===== src/lsu_pkg.sv =====
// Load/store unit shared definitions

package lsu_pkg;

  //////////////////////////////////////////////////
  // Widths
  //////////////////////////////////////////////////

  // Byte address
  typedef logic [31:0] addr_t;

  // One bus word
  typedef logic [31:0] data_t;

  // Byte enables, one bit per lane
  typedef logic [3:0]  be_t;

  // Access size code
  typedef logic [1:0]  size_t;

  // Byte offset within a word
  typedef logic [1:0]  offset_t;

  // Outstanding transaction count
  typedef logic [1:0]  cnt_t;

  //////////////////////////////////////////////////
  // Size codes and depth
  //////////////////////////////////////////////////

  localparam size_t SIZE_BYTE = 2'd0;
  localparam size_t SIZE_HALF = 2'd1;
  localparam size_t SIZE_WORD = 2'd2;

  // At most two bus transactions in flight
  localparam cnt_t  LSU_DEPTH = 2'd2;

endpackage

===== src/lsu_top.sv =====
// Load/store unit top level

`timescale 1ns/1ps

module lsu_top import lsu_pkg::*; (
  input  logic  clk,
  input  logic  rst_n,
  // Core request
  input  logic  valid_i,
  output logic  ready_o,
  input  addr_t base_i,
  input  addr_t offset_i,
  input  logic  we_i,
  input  size_t size_i,
  input  logic  sext_i,
  input  data_t wdata_i,
  // Data bus
  output logic  bus_req_o,
  output addr_t bus_addr_o,
  output logic  bus_we_o,
  output be_t   bus_be_o,
  output data_t bus_wdata_o,
  input  logic  bus_gnt_i,
  input  logic  bus_rvalid_i,
  input  data_t bus_rdata_i,
  // Result
  output logic  rvalid_o,
  output data_t rdata_o,
  output logic  busy_o
);

  // Decode to bus control
  addr_t   phase_addr;
  be_t     phase_be;
  data_t   phase_wdata;
  logic    phase_split;
  offset_t phase_offset;
  logic    split_phase;

  // Bus control to alignment
  logic    resp_valid;
  logic    resp_last;
  size_t   resp_size;
  logic    resp_sext;
  offset_t resp_offset;
  logic    resp_we;
  data_t   resp_rdata;

  lsu_req_decode i_req_decode (
    .base_i        (base_i),
    .offset_i      (offset_i),
    .size_i        (size_i),
    .wdata_i       (wdata_i),
    .split_phase_i (split_phase),
    .addr_o        (phase_addr),
    .be_o          (phase_be),
    .wdata_o       (phase_wdata),
    .split_o       (phase_split),
    .offset_o      (phase_offset)
  );

  lsu_bus_ctrl i_bus_ctrl (
    .clk           (clk),
    .rst_n         (rst_n),
    .valid_i       (valid_i),
    .we_i          (we_i),
    .size_i        (size_i),
    .sext_i        (sext_i),
    .addr_i        (phase_addr),
    .be_i          (phase_be),
    .wdata_i       (phase_wdata),
    .split_i       (phase_split),
    .offset_i      (phase_offset),
    .bus_gnt_i     (bus_gnt_i),
    .bus_rvalid_i  (bus_rvalid_i),
    .bus_rdata_i   (bus_rdata_i),
    .ready_o       (ready_o),
    .busy_o        (busy_o),
    .split_phase_o (split_phase),
    .bus_req_o     (bus_req_o),
    .bus_addr_o    (bus_addr_o),
    .bus_we_o      (bus_we_o),
    .bus_be_o      (bus_be_o),
    .bus_wdata_o   (bus_wdata_o),
    .resp_valid_o  (resp_valid),
    .resp_last_o   (resp_last),
    .resp_size_o   (resp_size),
    .resp_sext_o   (resp_sext),
    .resp_offset_o (resp_offset),
    .resp_we_o     (resp_we),
    .resp_rdata_o  (resp_rdata)
  );

  lsu_rdata_align i_rdata_align (
    .clk           (clk),
    .rst_n         (rst_n),
    .resp_valid_i  (resp_valid),
    .resp_last_i   (resp_last),
    .resp_size_i   (resp_size),
    .resp_sext_i   (resp_sext),
    .resp_offset_i (resp_offset),
    .resp_we_i     (resp_we),
    .resp_rdata_i  (resp_rdata),
    .rvalid_o      (rvalid_o),
    .rdata_o       (rdata_o)
  );

endmodule


===== src/lsu_rdata_align.sv =====
// Load data realignment

`timescale 1ns/1ps

module lsu_rdata_align import lsu_pkg::*; (
  input  logic    clk,
  input  logic    rst_n,
  input  logic    resp_valid_i,
  input  logic    resp_last_i,
  input  size_t   resp_size_i,
  input  logic    resp_sext_i,
  input  offset_t resp_offset_i,
  input  logic    resp_we_i,
  input  data_t   resp_rdata_i,
  output logic    rvalid_o,
  output data_t   rdata_o
);

  // First half of a split access
  logic    pend_q;
  offset_t pend_off_q;
  data_t   rdata_q;

  logic [63:0] rdata_full;
  logic [63:0] rdata_shift;

  // Pending flag, set by the first response of a split
  always_ff @(posedge clk or negedge rst_n) begin
    if (!rst_n) begin
      pend_q <= 1'b0;
    end else if (resp_valid_i) begin
      pend_q <= !resp_last_i;
    end
  end

  always_ff @(posedge clk) begin
    if (resp_valid_i && !resp_last_i) begin
      pend_off_q <= resp_offset_i;
      if (!resp_we_i) rdata_q <= resp_rdata_i;
    end
  end

  //////////////////////////////////////////////////
  // Join, shift and extend
  //////////////////////////////////////////////////

  // Unsplit words are doubled so shifted bytes wrap around
  assign rdata_full  = pend_q ? {resp_rdata_i, rdata_q} : {resp_rdata_i, resp_rdata_i};
  assign rdata_shift = rdata_full >> {resp_offset_i, 3'b000};

  always_comb begin
    case (resp_size_i)
      SIZE_BYTE: begin
        rdata_o = {{24{resp_sext_i && rdata_shift[7]}}, rdata_shift[7:0]};
      end
      SIZE_HALF: begin
        rdata_o = {{16{resp_sext_i && rdata_shift[15]}}, rdata_shift[15:0]};
      end
      default: begin
        rdata_o = rdata_shift[31:0];
      end
    endcase
  end

  // One strobe per operation
  assign rvalid_o = resp_valid_i && resp_last_i;

  // Both halves of a split carry the same byte offset
  a_split_offset: assert property (@(posedge clk) disable iff (!rst_n)
    (resp_valid_i && pend_q) |-> (resp_offset_i == pend_off_q));

endmodule


===== src/lsu_bus_ctrl.sv =====
// Load/store bus control

`timescale 1ns/1ps

module lsu_bus_ctrl import lsu_pkg::*; (
  input  logic    clk,
  input  logic    rst_n,
  input  logic    valid_i,
  input  logic    we_i,
  input  size_t   size_i,
  input  logic    sext_i,
  input  addr_t   addr_i,
  input  be_t     be_i,
  input  data_t   wdata_i,
  input  logic    split_i,
  input  offset_t offset_i,
  input  logic    bus_gnt_i,
  input  logic    bus_rvalid_i,
  input  data_t   bus_rdata_i,
  output logic    ready_o,
  output logic    busy_o,
  output logic    split_phase_o,
  output logic    bus_req_o,
  output addr_t   bus_addr_o,
  output logic    bus_we_o,
  output be_t     bus_be_o,
  output data_t   bus_wdata_o,
  output logic    resp_valid_o,
  output logic    resp_last_o,
  output size_t   resp_size_o,
  output logic    resp_sext_o,
  output offset_t resp_offset_o,
  output logic    resp_we_o,
  output data_t   resp_rdata_o
);

  cnt_t cnt_q;
  cnt_t cnt_d;
  logic grant;
  logic split_q;

  // Info queue, one entry per granted transaction
  size_t   q_size   [LSU_DEPTH];
  logic    q_sext   [LSU_DEPTH];
  offset_t q_offset [LSU_DEPTH];
  logic    q_we     [LSU_DEPTH];
  logic    q_last   [LSU_DEPTH];
  logic    wr_ptr_q;
  logic    rd_ptr_q;

  //////////////////////////////////////////////////
  // Request side
  //////////////////////////////////////////////////

  // Hold back while two transactions are in flight
  assign bus_req_o   = valid_i && (cnt_q < LSU_DEPTH);
  assign grant       = bus_req_o && bus_gnt_i;
  assign bus_addr_o  = addr_i;
  assign bus_we_o    = we_i;
  assign bus_be_o    = be_i;
  assign bus_wdata_o = wdata_i;

  // Operation done once its last phase is granted
  assign ready_o = grant && !split_i;
  assign busy_o  = valid_i || (cnt_q != 2'd0);

  // Split phase tracking
  always_ff @(posedge clk or negedge rst_n) begin
    if (!rst_n) begin
      split_q <= 1'b0;
    end else if (!valid_i) begin
      split_q <= 1'b0;
    end else if (grant) begin
      split_q <= split_i;
    end
  end

  assign split_phase_o = split_q;

  //////////////////////////////////////////////////
  // Outstanding count
  //////////////////////////////////////////////////

  always_comb begin
    case ({grant, bus_rvalid_i})
      2'b10:   cnt_d = cnt_q + 2'd1;
      2'b01:   cnt_d = cnt_q - 2'd1;
      default: cnt_d = cnt_q;
    endcase
  end

  always_ff @(posedge clk or negedge rst_n) begin
    if (!rst_n) begin
      cnt_q <= '0;
    end else begin
      cnt_q <= cnt_d;
    end
  end

  // Queue pointers
  always_ff @(posedge clk or negedge rst_n) begin
    if (!rst_n) begin
      wr_ptr_q <= 1'b0;
      rd_ptr_q <= 1'b0;
    end else begin
      if (grant) wr_ptr_q <= !wr_ptr_q;
      if (bus_rvalid_i) rd_ptr_q <= !rd_ptr_q;
    end
  end

  // Entry payload
  always_ff @(posedge clk) begin
    if (grant) begin
      q_size[wr_ptr_q]   <= size_i;
      q_sext[wr_ptr_q]   <= sext_i;
      q_offset[wr_ptr_q] <= offset_i;
      q_we[wr_ptr_q]     <= we_i;
      q_last[wr_ptr_q]   <= !split_i;
    end
  end

  // Response info from the queue head
  assign resp_valid_o  = bus_rvalid_i;
  assign resp_rdata_o  = bus_rdata_i;
  assign resp_size_o   = q_size[rd_ptr_q];
  assign resp_sext_o   = q_sext[rd_ptr_q];
  assign resp_offset_o = q_offset[rd_ptr_q];
  assign resp_we_o     = q_we[rd_ptr_q];
  assign resp_last_o   = q_last[rd_ptr_q];

  //////////////////////////////////////////////////
  // Checks
  //////////////////////////////////////////////////

  a_cnt_max: assert property (@(posedge clk) disable iff (!rst_n)
    cnt_q <= LSU_DEPTH);

  // Memory only answers granted transactions
  a_no_stray_resp: assert property (@(posedge clk) disable iff (!rst_n)
    bus_rvalid_i |-> (cnt_q != 2'd0));

  a_be_nonzero: assert property (@(posedge clk) disable iff (!rst_n)
    bus_req_o |-> (bus_be_o != 4'b0000));

endmodule


===== src/lsu_req_decode.sv =====
// Load/store request decode

`timescale 1ns/1ps

module lsu_req_decode import lsu_pkg::*; (
  input  addr_t   base_i,
  input  addr_t   offset_i,
  input  size_t   size_i,
  input  data_t   wdata_i,
  input  logic    split_phase_i,
  output addr_t   addr_o,
  output be_t     be_o,
  output data_t   wdata_o,
  output logic    split_o,
  output offset_t offset_o
);

  // Effective byte address of the access
  addr_t   eff_addr;
  offset_t off;

  assign eff_addr = base_i + offset_i;
  assign off      = eff_addr[1:0];
  assign offset_o = off;

  // Second phase goes to the next word, lane 0 upwards
  assign addr_o = split_phase_i ? ({eff_addr[31:2], 2'b00} + 32'd4) : eff_addr;

  //////////////////////////////////////////////////
  // Byte enables
  //////////////////////////////////////////////////

  always_comb begin
    be_o = 4'b0000;
    case (size_i)
      SIZE_BYTE: begin
        be_o = 4'b0001 << off;
      end
      SIZE_HALF: begin
        if (split_phase_i) begin
          // Only the upper byte spills into the next word
          be_o = 4'b0001;
        end else begin
          case (off)
            2'd0:    be_o = 4'b0011;
            2'd1:    be_o = 4'b0110;
            2'd2:    be_o = 4'b1100;
            default: be_o = 4'b1000;
          endcase
        end
      end
      default: begin
        if (split_phase_i) begin
          // Remaining low lanes of the word
          case (off)
            2'd1:    be_o = 4'b0001;
            2'd2:    be_o = 4'b0011;
            default: be_o = 4'b0111;
          endcase
        end else begin
          be_o = 4'b1111 << off;
        end
      end
    endcase
  end

  //////////////////////////////////////////////////
  // Write data rotation
  //////////////////////////////////////////////////

  // Rotate left so byte 0 lands on lane off; wrapped bytes feed phase two
  always_comb begin
    case (off)
      2'd0:    wdata_o = wdata_i;
      2'd1:    wdata_o = {wdata_i[23:0], wdata_i[31:24]};
      2'd2:    wdata_o = {wdata_i[15:0], wdata_i[31:16]};
      default: wdata_o = {wdata_i[7:0],  wdata_i[31:8]};
    endcase
  end

  // Split decision
  // Only raised in the first phase
  always_comb begin
    split_o = 1'b0;
    if (!split_phase_i) begin
      if ((size_i == SIZE_WORD) && (off != 2'd0)) begin
        split_o = 1'b1;
      end
      if ((size_i == SIZE_HALF) && (off == 2'd3)) begin
        split_o = 1'b1;
      end
    end
  end

endmodule


===== config.mk =====
export PLATFORM = sky130hd
export DESIGN_NAME = lsu_top
export DESIGN_NICKNAME = d
export VERILOG_FILES = /design/src/lsu_pkg.sv /design/src/lsu_top.sv /design/src/lsu_rdata_align.sv /design/src/lsu_bus_ctrl.sv /design/src/lsu_req_decode.sv
export SDC_FILE = /design/constraint.sdc
export NUM_CORES = 1
export LEC_CHECK = 0
export BUFFER_PORTS_ARGS = -buffer_cell sky130_fd_sc_hd__buf_4
export CAP_MARGIN = 0
export CORE_MARGIN = 2
export CORE_UTILIZATION = 25
export CTS_CLUSTER_SIZE = 16
export DETAILED_ROUTE_END_ITERATION = 10
export PLACE_DENSITY = 0.45
export SLEW_MARGIN = 20
export SYNTH_ARGS = -nofsm -noshare
export SYNTH_HDL_FRONTEND = slang
export SYNTH_HIERARCHICAL = 1
export SYNTH_SLANG_ARGS = --single-unit

===== constraint.sdc =====
create_clock -name clk -period 4 [get_ports clk]
set_clock_uncertainty 0.15 [all_clocks]
set_input_delay 0.2 -clock clk [delete_from_list [all_inputs] [get_ports clk]]
set_output_delay 0.2 -clock clk [all_outputs]
set_load 0.02 [all_outputs]

Word level (Yosys, flattened, before mapping)
Memories as Yosys holds them, arrays and structs flattened.
Cells that the tools add are included.
{"block": "op_classes", "shifts": 3, "eq_ne": 9, "magnitude_cmp": 1, "muxes": 17, "addsub": 4, "n_reduce_logical": 21, "bitwise": 1}
{"cell": "$pmux W32 S3", "n": 1}
{"cell": "$mux W32", "n": 2}
{"cell": "$pmux W32 S2", "n": 1}
{"cell": "$shr A64 B5 Y32", "n": 1}
{"cell": "$add A32 B3 Y32 const B", "n": 1}
{"cell": "$add A32 B32 Y32", "n": 1}
{"cell": "$pmux W4 S3", "n": 1}
{"cell": "$logic_and A1 B1 Y1", "n": 9}
{"cell": "$eq A2 B1 Y1 const B", "n": 4}
{"cell": "$eq A2 B2 Y1 const B", "n": 4}
{"cell": "$mux W4", "n": 2}
{"cell": "$pmux W4 S2", "n": 1}
{"cell": "$mux W1", "n": 7}
{"cell": "$logic_not A2 Y1", "n": 3}
{"cell": "$pmux W3 S2", "n": 1}
{"cell": "$reduce_bool A2 Y1", "n": 3}
{"cell": "$logic_not A1 Y1", "n": 4}
{"cell": "$pmux W2 S2", "n": 1}
{"cell": "$shl A1 B2 Y4 const A", "n": 1}
{"cell": "$shl A4 B2 Y4 const A", "n": 1}
{"cell": "$add A2 B1 Y2 const B", "n": 1}
{"cell": "$lt A2 B2 Y1 const B", "n": 1}
{"cell": "$ne A2 B1 Y1 const B", "n": 1}
{"cell": "$reduce_and A2 Y1", "n": 1}
{"cell": "other kinds (3)", "n": 3}
{"block": "totals", "ramBits": 14, "wordCells": 67, "n_memories": 5, "output_inout_bits": 105, "regBits": 38, "in_bits": 137}
{"name": "i_bus_ctrl.q_offset", "depth": 2, "width": 2, "read_ports": 1, "rd_clocked_by_memory_dff": 0, "wr": 1, "line_no": "lsu_bus_ctrl.sv:45", "source": "offset_t q_offset [LSU_DEPTH];"}
{"name": "i_bus_ctrl.q_size", "depth": 2, "width": 2, "read_ports": 1, "rd_clocked_by_memory_dff": 0, "wr": 1, "line_no": "lsu_bus_ctrl.sv:43", "source": "size_t q_size [LSU_DEPTH];"}
{"name": "i_bus_ctrl.q_last", "depth": 2, "width": 1, "read_ports": 1, "rd_clocked_by_memory_dff": 0, "wr": 1, "line_no": "lsu_bus_ctrl.sv:47", "source": "logic q_last [LSU_DEPTH];"}
{"name": "i_bus_ctrl.q_sext", "depth": 2, "width": 1, "read_ports": 1, "rd_clocked_by_memory_dff": 0, "wr": 1, "line_no": "lsu_bus_ctrl.sv:44", "source": "logic q_sext [LSU_DEPTH];"}
{"name": "i_bus_ctrl.q_we", "depth": 2, "width": 1, "read_ports": 1, "rd_clocked_by_memory_dff": 0, "wr": 1, "line_no": "lsu_bus_ctrl.sv:46", "source": "logic q_we [LSU_DEPTH];"}

Longest topological paths before layout
Gate-level depths: netlist of run 1.
{"block": "depth", "depth_word": 8, "depth_mapped": 12}

By module
Netlist of run 1, hierarchy kept.
{"mod": "lsu_req_decode", "cells_per_inst": 504, "seq_area_each_um2": 0.0, "area_each_um2": 3580.9, "instances": 1}
{"mod": "lsu_rdata_align", "cells_per_inst": 218, "seq_area_each_um2": 985.9, "area_each_um2": 2625.0, "instances": 1}
{"mod": "lsu_bus_ctrl", "cells_per_inst": 146, "seq_area_each_um2": 545.5, "area_each_um2": 1517.7, "instances": 1}

Least setup slack after synthesis of run 1
OpenSTA, ideal clock, no wires.
{"block": "synth_path", "path_kind": "register to register", "from": "register i_bus_ctrl.rd_ptr_q", "to": "register i_rdata_align.rdata_q[0], enable pin", "required_ns": 3.382, "setup_slack_ns": 0.147, "path_stages_with_launch": 4, "t_arrival_ns": 3.235, "period_less_slack_ns": 3.853, "setup_ns": 0.468, "path_cell_list": "dfrtp_1 buf_2 mux2_2 nor3b_1"}
{"block": "synth_via", "elab_chain_cells": 4, "elab_cells_between_ends": 6, "classes_between": "1 x bitwise; 3 x reduce/logical; 2 x memory"}
{"item": "start, declared", "line_no": "lsu_bus_ctrl.sv:49", "source": "logic rd_ptr_q;"}
{"item": "start signal, assigned", "line_no": "lsu_bus_ctrl.sv:107", "source": "if (bus_rvalid_i) rd_ptr_q <= !rd_ptr_q;"}
{"item": "$mem_v2 Z2 W1"}
{"item": "net resp_last", "line_no": "lsu_top.sv:42", "source": "logic resp_last;"}
{"item": "$logic_not A1 Y1", "line_no": "lsu_rdata_align.sv:37", "source": "if (resp_valid_i && !resp_last_i) begin"}
{"item": "$logic_and A1 B1 Y1", "line_no": "lsu_rdata_align.sv:37"}
{"item": "$reduce_and A2 Y1 (no line)"}
{"item": "end signal, assigned", "line_no": "lsu_rdata_align.sv:39", "source": "if (!resp_we_i) rdata_q <= resp_rdata_i;"}
{"item": "end, declared", "line_no": "lsu_rdata_align.sv:22", "source": "data_t rdata_q;"}
The timed path passes the listed nets, and every way through them passes these cells.
A chain may end at the register's enable or synchronous reset.

Worst setup path after layout of run 1
{"block": "layout_path", "from": "input port base_i[0]", "to": "output port bus_addr_o[17]"}
{"block": "layout_via", "elab_chain_cells": 3}
{"item": "start, declared", "line_no": "lsu_top.sv:11", "source": "input addr_t base_i,"}
{"item": "$add A32 B32 Y32 (*)", "line_no": "lsu_req_decode.sv:22", "source": "assign eff_addr = base_i + offset_i;"}
{"item": "$add A32 B3 Y32", "line_no": "lsu_req_decode.sv:27", "source": "assign addr_o = split_phase_i ? ({eff_addr[31:2], 2'b00} + 32'd4) : eff_addr;"}
{"item": "$mux W32 (*)", "line_no": "lsu_req_decode.sv:27"}
{"item": "end, declared", "line_no": "lsu_top.sv:19", "source": "output addr_t bus_addr_o,"}
Mark *: on every way between the ends. The rest lies on a longest branch, timed or not.

==> qor.yml, run 1 <==
worst_setup_path:
  ff2ff_setup_slack_ns: 1.89
  worst_path_largest_cell_delay_ns: 0.53
  critPathRequiredTime_ns: 3.65
  critical_path_class: "input pin to output pin"
  r2r_start: "i_bus_ctrl/rd_ptr_q"
  slowest_stage: "or4b_4"
  cp_num_buf_inv: 3
  cp-endpoint: "bus_addr_o[17]"
  cp.arrival_ns: 3.49
  r2r_cells: 3
  startpoint_type: "input pin"
  crit_cells: 13
  crit_fanout: 4
  worstPathCellList: "buf_6 -> ha_4 -> fa_2 -> a21o_1 -> a221o_2 -> xnor2_1 -> o21bai_4 -> or4_4 -> or4b_4 -> buf_4 -> or3_1 -> xnor2_1 -> buf_4"
  endpoint_kind: "output pin"
  cpLargestDelayFamily: "simple AND/OR/NAND/NOR gates"
  r2r-end: "i_rdata_align/rdata_q[27]"
  crit_start: "base_i[0]"
routing:
  ant_nets: 0
  vias_per_cell: 4.86
  postRouteWirelength_microns: 23800
  drc: 0
  dr.pass1.iters: 8
  vias: 7071
  wl_per_cell_microns: 16.4
  drt_iter0_drc: 431
layout:
  final_common_cell: "buf_4"
  nNetsFinal: 1235
  synthToLayoutAreaGrowth_pct: 29.3
  most-common-layout-cells: "buf_4, mux2i_1, nand2_1, inv_1, edfxtp_1"
  fin_area_sq_mm: 0.00999
  drive_gt1_share_pct: 35.3
place:
  placed_area_sq_mm: 0.00936
  gp_congestion: 0.819
  pre_cts_slack_ns: -0.104
  port_buffers: 241
  dpl.hpwl_microns: 18900
sta:
  post-route-period-util_pct: 96.1
  drv_slew: 0
  setup_viol: 0
  grt_setup_unrepaired: "false"
  relSlewSlack_pct: 48.5
  period_minus_slack_ns: 3.84
  fin_setup_tns_ns: 0
  hold_viol: 0
  worst_slack_ns: 0.155
  fmax_mhz: 260
  worst_slew_pin_slew_ns: 0.764
clock_tree:
  htreeDepth: 2
  cts_tree: "done"
  cts_buffers: 5
  clockRootBuffer: "clkbuf_16"
  clk_latency_ns: 0.30
  clk_path_buf_depth: 2
  clock_sinks: 52
  clk_pin_slew_ns: 0.08
worst_hold_path:
  hp-class: "input pin to register"
power:
  p_switching_mw: 1.97
  p_int_mw: 2.27
  power_mw: 4.25
  cellLeakagePower_nw: 4.48
  p_seq_share_pct: 17.4
  power_density_mw_per_mm2: 425
  swShare_pct: 46.5
  p_clk_share_pct: 10.7
  irDropWorstVdd_mv: 0.227
  combPwrFrac_pct: 72.0
yosys:
  synth_adder_area_share_pct: 6.58
  synth-seq-cells: 52
  yosysWarningCount: 6
  synth-simple-area-share_pct: 15.0
  syn_inst: 868
  syn_nets: 1045
  synth_edf_count: 46
  synth_flop_cell: "edfxtp_1"
  async_flop_share_pct: 11.5
  synth_compound_area_share_pct: 18.8
  synthesis.area_sq_mm: 0.00772
  synth_cell_type_count: 85
  ys_seq_area_share_pct: 19.8
  muxShareOfSynthArea_pct: 17.3
  synth_top_family_by_area: "compound AO/OA/AOI/OAI gates"
  synth_xor_area_share_pct: 6.22
  syn_area_per_cell_sq_um: 8.90
flow_run:
  drv_cap: 0
grt:
  grt_pass1_vias: 7037
  grt_max_degree: 34
  grtUsageTotal_pct: 14.0
  antenna_found_initial: 1
  gr-total-overflow: 0
  grt_pass1_wl_microns: 37400
outcome:
  status: "complete, no violations"
floorplan:
  die-area_sq_mm: 0.0323
  die_w_microns: 180
  io_pins: 242
  row_count: 64
  design.core.area_sq_mm: 0.0305
  floorplan.initialDensity_pct: 25.3
  fp.dieH_microns: 180
-- registers in the layout, summed over array words and instances (netlist names), 2 cells and up --
register	flops
i_bus_ctrl/q_sext	2
i_bus_ctrl/q_we	2
i_bus_ctrl/q_last	2
i_bus_ctrl/cnt_q	2
i_rdata_align/rdata_q	32
i_bus_ctrl/q_offset	4
i_bus_ctrl/q_size	4
-- cells by family (layout without fill, tap and decap cells) --
logic type                 after synthesis  after routing
buffers and inverters                  206            397
other                                    0              1
muxes                                  112            112
DFF                                     52             52
and+or+nand+nor                        210            210
xor gates and xnor gates                54             54
AOI/OAI and AO/OA                      194            194
adders and majority gates               40             40
-- stage by stage --
step | utilization (%) | instances | hold slack (ns)
4_1_cts | 32.5 | 1450 | 0.000198
5_1_grt | 32.7 | 1456 | 0.0114
6_report | 32.7 | 1456 | 0.0131
3_3_place_gp | 30.7 | 1404 | -0.128
3_5_place_dp | 30.7 | 1404 | -0.128
2_1_floorplan | - | 868 | -0.246
-- cell usage after synthesis (3+ instances only) --
master | count | area share, %
buf_4 | 106 | 10
mux2i_1 | 85 | 11
nand2_1 | 64 | 3.1
inv_1 | 56 | 2.7
edfxtp_1 | 46 | 18
a21oi_1 | 39 | 2.5
ha_1 | 39 | 6.3
nor2_1 | 36 | 1.7
xnor2_1 | 34 | 3.9
a222oi_1 | 32 | 4.1
o21ai_0 | 32 | 2.1
clkbuf_1 | 23 | 1.1
xor2_1 | 19 | 2.2
nand3_1 | 17 | 1.1
mux4_2 | 16 | 4.7
nor3_1 | 12 | 0.78
mux2_2 | 10 | 1.5
o211ai_1 | 10 | 0.97
o211ai_2 | 10 | 1.6
o21ai_1 | 10 | 0.65
a21o_1 | 9 | 0.87
and4_1 | 9 | 1.0
buf_2 | 9 | 0.58
a22oi_1 | 8 | 0.78
and2_1 | 8 | 0.65
and3_1 | 8 | 0.65
nand4_1 | 8 | 0.65
nor2b_1 | 7 | 0.57
or3_1 | 7 | 0.57
buf_6 | 6 | 0.87
dfrtp_1 | 6 | 1.9
a31oi_1 | 5 | 0.40
nand2b_1 | 5 | 0.40
o21a_1 | 5 | 0.49
buf_1 | 4 | 0.19
nor3b_1 | 4 | 0.39
a221oi_1 | 3 | 0.34
a311oi_1 | 3 | 0.34
nor4_1 | 3 | 0.24
-- timing repair --
item	in CTS	in global routing
gates resized for setup	4	8
hold buffers	37	0
setup endpoints to repair	11	9
endpoints found under the hold margin	44	0
pin swaps	5	9
setup buffers	1	5
-- layout make-up --
type	instances	area, sq um
timing repair buffer	333	2600
clock inverter	3	27.5
clock buffer	5	125
multi-input combinational	610	4990
sequential	52	1530
antenna	1	2.50
tap	396	495
fill	3175	20500
inverter	56	210
-- metal layers --
layer	up-vias	track usage (%)	wire length (microns)
met3	28	2.45	1330
met1	3320	18.6	11000
met5	-	0	0
li1	3508	-	-
met2	215	23.5	11100
met4	0	3.09	439
-- power groups by stage --
stage | Sequential (mW) | Clock [mW] | Combinational [mW]
final | 0.739 | 0.453 | 3.06
after global routing | 0.750 | 0.486 | 3.30
after floorplan | 0.716 | 0 | 2.19
after global placement | 0.752 | 0 | 3.01
after CTS | 0.741 | 0.474 | 3.06
after detailed placement | 0.752 | 0 | 3.01
-- worst min-delay path by stage --
stage,depth (start not counted),endpoint,from,slack (ns)
2_1_floorplan,0,i_bus_ctrl/cnt_q[0],rst_n,-0.25
3_3_place_gp,1,i_bus_ctrl/cnt_q[1],rst_n,-0.13
3_5_place_dp,1,i_bus_ctrl/cnt_q[1],rst_n,-0.13
4_1_cts,1,i_bus_ctrl/q_size[1][0],size_i[0],0.0002
5_1_grt,1,i_bus_ctrl/q_size[1][0],size_i[0],0.01
6_report,1,i_bus_ctrl/q_size[1][0],size_i[0],0.01
No activity file was read; power rests on OpenSTA's default activity.
==> inputs of run 2 (changes only) <==
--- a/config.mk
+++ b/config.mk
@@ -5,13 +5,15 @@
 export SDC_FILE = /design/constraint.sdc
 export NUM_CORES = 1
 export LEC_CHECK = 0
+export ABC_AREA = 1
 export BUFFER_PORTS_ARGS = -buffer_cell sky130_fd_sc_hd__buf_4
 export CAP_MARGIN = 0
 export CORE_MARGIN = 2
 export CORE_UTILIZATION = 25
 export CTS_CLUSTER_SIZE = 16
 export DETAILED_ROUTE_END_ITERATION = 10
-export PLACE_DENSITY = 0.45
+export PLACE_DENSITY = 0.44
+export SKIP_CTS_REPAIR_TIMING = 1
 export SLEW_MARGIN = 20
 export SYNTH_ARGS = -nofsm -noshare
 export SYNTH_HDL_FRONTEND = slang
==> qor.yml, run 2 <==
yosys:
  ys_top_cells_by_count: "nand2_1, inv_1, nand3_1"
  yosysTopAreaCell: "nand2_1"
  synth-seq-cells: 52
  ys_seq_area_share_pct: 17.0
  ys_top_cells_by_area: "nand2_1, edfxtp_1, buf_4, inv_1, nand3_1"
  synth_cell_type_count: 45
  syn_inst: 1516
  synthesis.area_sq_mm: 0.00903
  synth_top_area_share_pct: 21.1
  yosysWarningCount: 6
  post-synth-top-count-cell: "nand2_1"
  synth_edf_count: 46
  synth_flop_cell: "edfxtp_1"
  syn_nets: 1693
  async_flop_share_pct: 11.5
  syn_area_per_cell_sq_um: 5.95
layout:
  fill_cells: 4048
  fin_area_sq_mm: 0.0110
  seq_area_sq_mm: 0.00153
  multi_input_area_sq_mm: 0.00560
  drive_gt1_share_pct: 22.2
  nNetsFinal: 1842
  top_regs: "i_rdata_align/rdata_q (32), i_bus_ctrl/q_offset (4), i_bus_ctrl/q_size (4)"
  synthToLayoutAreaGrowth_pct: 22.1
  largest-register: "i_rdata_align/rdata_q"
  antennaDiodeCount: 0
  fin_util_pct: 31.0
  most-common-layout-cells: "nand2_1, buf_4, inv_1, nand3_1, a21oi_1"
  final_common_cell: "nand2_1"
  largest_register_ffs: 32
routing:
  drt_iter0_drc: 418
  vias_per_cell: 4.45
  wl_per_cell_microns: 14.2
  ant_nets: 0
  postRouteWirelength_microns: 30200
  drc: 0
  dr.pass1.iters: 5
  vias: 9474
worst_setup_path:
  startpoint_type: "input pin"
  worstPathCellList: "buf_4 -> ha_1 -> fa_1 -> inv_1 -> ha_1 -> clkinv_1 -> o22ai_1 -> a211oi_1 -> a21oi_1 -> buf_4"
  crit_fanout: 34
  endpoint_kind: "output pin"
  slowest_stage: "clkinv_1"
  cp.arrival_ns: 3.07
  critPathRequiredTime_ns: 3.65
  worst_path_largest_cell_delay_ns: 0.77
  critical_path_class: "input pin to output pin"
worst_hold_path:
  hp-class: "input pin to asynchronous set/reset pin"
floorplan:
  design.core.area_sq_mm: 0.0356
  io_pins: 242
  fp.dieH_microns: 194
  die_w_microns: 194
  row_count: 69
  floorplan.initialDensity_pct: 25.4
  die-area_sq_mm: 0.0376
clock_tree:
  clk_path_buf_depth: 2
  clk_pin_slew_ns: 0.08
  clock_sinks: 52
  cts_tree: "done"
  htreeDepth: 2
  clockRootBuffer: "clkbuf_16"
  clk_latency_ns: 0.30
  cts_buffers: 5
place:
  dpl.hpwl_microns: 24800
  port_buffers: 241
  gp_congestion: 0.837
  placed_area_sq_mm: 0.0105
sta:
  setup_viol: 0
  fin_setup_tns_ns: 0
  fmax_mhz: 293
  grt_setup_unrepaired: "false"
  whs_ns: 0.0886
  drv_slew: 0
  post-route-period-util_pct: 85.4
  relSlewSlack_pct: 32.4
  worst_slew_pin_slew_ns: 1.01
  hold_viol: 0
  period_minus_slack_ns: 3.42
power:
  irDropWorstVdd_mv: 0.404
  power_density_mw_per_mm2: 456
  swShare_pct: 54.0
  p_int_mw: 2.31
  p_clk_share_pct: 9.3
  p_switching_mw: 2.71
  cellLeakagePower_nw: 5.82
  p_seq_share_pct: 15.2
  combPwrFrac_pct: 75.5
grt:
  antenna_found_initial: 0
  grtUsageTotal_pct: 15.4
  gr-total-overflow: 0
  grt_pass1_vias: 8915
  grt_max_degree: 67
  grt_pass1_wl_microns: 47600
outcome:
  status: "complete, no violations"
flow_run:
  drv_cap: 0
run 2: cell types whose count changed after synthesis, moves of 37 or more:
cell	before	now
a21oi_1	39	84
inv_1	56	214
nand3_1	17	119
nand2_1	64	508
mux2i_1	85	0
nor2_1	36	73
run 2: logic make-up after synthesis:
logic type | share of synthesized area (%)
buf+inv | 21.2
simple gates | 41.7
xor+xnor | 1.94
flops | 17.0
fa+ha+maj | 5.63
compound gates | 12.6
run 2: critical path: cells and delay by family:
kind                       cells  cell delay (ns)
AOI/OAI and AO/OA              3             0.64
buffers and inverters          4             1.22
adders and majority gates      3             1.00
run 2: area by class of cell:
class / instances / area share, %
sequential: 52 / 13.9
tap: 461 / 5.23
clock buffer: 5 / 1.13
timing repair buffer: 290 / 20.6
clock inverter: 3 / 0.261
inverter: 238 / 8.10
multi-input combinational: 1078 / 50.8
run 2: stage by stage:
step / std cells / power (mW) / setup slack [ns]
6_report: 2127 / 5.02 / 0.585
5_1_grt: 2127 / 5.45 / 0.326
4_1_cts: 2089 / 5.04 / 0.612
3_5_place_dp: 2081 / 4.56 / 0.623
3_3_place_gp: 2081 / 4.55 / 0.665
2_1_floorplan: 1516 / 3.46 / 0.437
run 2: per-layer routing:
| metal | global-route usage (%) | vias up | share of wire [%] |
|---|---|---|---|
| met3 | 0.957 | 21 | 3.3 |
| met2 | 26.5 | 202 | 47 |
| met1 | 21.2 | 4227 | 48 |
| met4 | 3.45 | 0 | 1.7 |
| li1 | - | 5024 | - |
| met5 | 0 | - | 0 |
run 2: worst paths after layout:
path / from / endpoint / slack, ns / cells after the start
setup / recovery: base_i[0] / bus_wdata_o[20] / 0.58 / 10
hold / removal: rst_n / i_bus_ctrl/cnt_q[0] / 0.09 / 2
setup reg to reg: i_bus_ctrl/rd_ptr_q / i_rdata_align/rdata_q[13] / 1.97 / 3
hold reg to reg: i_bus_ctrl/cnt_q[0] / i_bus_ctrl/cnt_q[0] / 0.35 / 1
max in group asynchronous: rst_n / i_bus_ctrl/wr_ptr_q / 3.49 / 2
min in group clk: valid_i / i_bus_ctrl/split_phase_o / 0.10 / 5
run 2: power groups by stage:
stage / logic [mW] / registers (mW) / clock network, mW
after floorplan: 2.71 / 0.754 / 0
after global placement: 3.77 / 0.776 / 0
after detailed placement: 3.78 / 0.778 / 0
after CTS: 3.79 / 0.766 / 0.484
after global routing: 4.18 / 0.777 / 0.503
final: 3.79 / 0.763 / 0.467
==> inputs of run 3 (changes only) <==
--- a/config.mk
+++ b/config.mk
@@ -6,13 +6,16 @@
 export NUM_CORES = 1
 export LEC_CHECK = 0
 export ABC_AREA = 1
-export BUFFER_PORTS_ARGS = -buffer_cell sky130_fd_sc_hd__buf_4
+export BUFFER_PORTS_ARGS = -buffer_cell sky130_fd_sc_hd__buf_2
 export CAP_MARGIN = 0
+export CELL_PAD_IN_SITES_DETAIL_PLACEMENT = 1
+export CELL_PAD_IN_SITES_GLOBAL_PLACEMENT = 2
 export CORE_MARGIN = 2
 export CORE_UTILIZATION = 25
+export CTS_CLUSTER_DIAMETER = 120
 export CTS_CLUSTER_SIZE = 16
 export DETAILED_ROUTE_END_ITERATION = 10
-export PLACE_DENSITY = 0.44
+export PLACE_DENSITY = 0.77
 export SKIP_CTS_REPAIR_TIMING = 1
 export SLEW_MARGIN = 20
 export SYNTH_ARGS = -nofsm -noshare
==> qor.yml, run 3 (synthesized netlist as in run 2, its figures left out) <==
outcome:
  status: "complete, no violations"
sta:
  period_minus_slack_ns: 3.42
  hold_viol: 0
  fin_setup_tns_ns: 0
  setup_viol: 0
  post-route-period-util_pct: 85.5
  grt_setup_unrepaired: "false"
  worst_slew_pin_slew_ns: 1.02
  fmax_mhz: 292
  relSlewSlack_pct: 31.8
  drv_slew: 0
grt:
  gr-total-overflow: 0
  grt_max_degree: 46
  grt_pass1_vias: 9868
  grtUsageTotal_pct: 16.7
  antenna_found_initial: 0
  grt_pass1_wl_microns: 51800
clock_tree:
  clk_path_buf_depth: 2
  htreeDepth: 2
  cts_tree: "done"
  clk_latency_ns: 0.30
  clock_sinks: 52
  clockRootBuffer: "clkbuf_16"
  clk_pin_slew_ns: 0.08
  cts_buffers: 5
layout:
  drive_gt1_share_pct: 22.2
  nNetsFinal: 1839
  fin_util_pct: 29.2
  top_regs: "i_rdata_align/rdata_q (32), i_bus_ctrl/q_offset (4), i_bus_ctrl/q_size (4)"
  antennaDiodeCount: 0
  most-common-layout-cells: "nand2_1, buf_2, inv_1, nand3_1, a21oi_1"
  final_common_cell: "nand2_1"
  largest-register: "i_rdata_align/rdata_q"
  synthToLayoutAreaGrowth_pct: 15.1
  largest_register_ffs: 32
worst_setup_path:
  r2r_start: "i_bus_ctrl/rd_ptr_q"
  ff2ff_setup_slack_ns: 1.96
  r2r-end: "i_rdata_align/rdata_q[16]"
  crit_fanout: 34
  endpoint_kind: "output pin"
  cp.arrival_ns: 3.07
  r2r_cells: 3
  startpoint_type: "input pin"
  critical_path_class: "input pin to output pin"
  critPathRequiredTime_ns: 3.65
floorplan:
  fp.dieH_microns: 194
  floorplan.initialDensity_pct: 25.4
  die_w_microns: 194
  io_pins: 242
  die-area_sq_mm: 0.0376
  design.core.area_sq_mm: 0.0356
  row_count: 69
power:
  swShare_pct: 57.5
  cellLeakagePower_nw: 5.61
  combPwrFrac_pct: 74.0
  p_switching_mw: 2.75
  power_density_mw_per_mm2: 461
  p_int_mw: 2.04
  irDropWorstVdd_mv: 0.430
  p_seq_share_pct: 16.0
  power_mw: 4.79
  p_clk_share_pct: 10.0
place:
  port_buffers: 241
  gp_congestion: 0.868
  dpl.hpwl_microns: 27100
worst_hold_path:
  min_path_cells: 1
  whs_endpoint: "i_rdata_align/rdata_q[6]"
  hp-class: "input pin to register"
  hold_start: "bus_rdata_i[6]"
routing:
  drc: 0
  ant_nets: 0
  vias: 9775
  vias_per_cell: 4.60
  drt_iter0_drc: 342
  postRouteWirelength_microns: 32700
  dr.pass1.iters: 4
  wl_per_cell_microns: 15.4
flow_run:
  drv_cap: 0
run 3: cell count changes in the layout (fill, tap and decap cells not counted):
cell,previous run,this run
dlygate4sd3_1,38,35
buf_4,252,11
buf_2,0,241
run 3: critical path, stage by stage:
cell and delay (ns):
buf_2 0.10, ha_1 0.27, fa_1 0.57, inv_1 0.17
ha_1 0.17, clkinv_1 0.78, o22ai_1 0.37, a211oi_1 0.07
a21oi_1 0.17, buf_2 0.20
run 3: power by group through the flow:
| stage | sequential, mW | clock [mW] | combinational (mW) |
|---|---|---|---|
| finish | 0.766 | 0.478 | 3.55 |
| global placement | 0.775 | 0 | 3.49 |
| CTS | 0.769 | 0.494 | 3.55 |
| global route | 0.780 | 0.515 | 3.93 |
| detailed placement | 0.780 | 0 | 3.54 |
| floorplan | 0.754 | 0 | 2.71 |
run 3: final cells by class:
| class | count | area (sq um) |
|---|---|---|
| fillers | 4746 | 25200 |
| multi-input cells | 1078 | 5600 |
| repair buffers | 287 | 1640 |
| flip-flops and latches | 52 | 1530 |
| inverters | 238 | 893 |
| well taps | 461 | 577 |
| clock buffers | 5 | 125 |
| clock inverters | 3 | 28.8 |
run 3: worst max path at each step:
| stage | startpoint | end | slack (ns) | cells past startpoint |
|---|---|---|---|---|
| 2_1_floorplan | i_bus_ctrl/rd_ptr_q | i_rdata_align/rdata_q[0] | 0.44 | 4 |
| 3_3_place_gp | base_i[0] | bus_wdata_o[22] | 0.68 | 10 |
| 3_5_place_dp | base_i[0] | bus_wdata_o[30] | 0.59 | 10 |
| 4_1_cts | base_i[0] | bus_wdata_o[30] | 0.59 | 10 |
| 5_1_grt | base_i[0] | bus_wdata_o[22] | 0.26 | 10 |
| 6_report | base_i[0] | bus_wdata_o[30] | 0.58 | 10 |
run 3: routing by layer:
layer / vias up / part of all wire [%] / track usage (%)
met4: 0 / 2.0 / 3.98
met5: - / 0 / 0
met2: 182 / 48 / 29.2
met3: 35 / 3.3 / 1.62
li1: 5031 / - / -
met1: 4527 / 47 / 22.2
run 3: stage by stage:
step	instance area [sq um]	hold slack, ns	cells	setup slack, ns
after CTS	10000	-0.448	2089	0.589
after floorplan	9030	-0.246	1516	0.437
after global placement	9890	-0.114	2081	0.678
after detailed placement	9890	-0.115	2081	0.586
final	10400	0.00249	2124	0.579
after global routing	10400	0.00197	2124	0.256
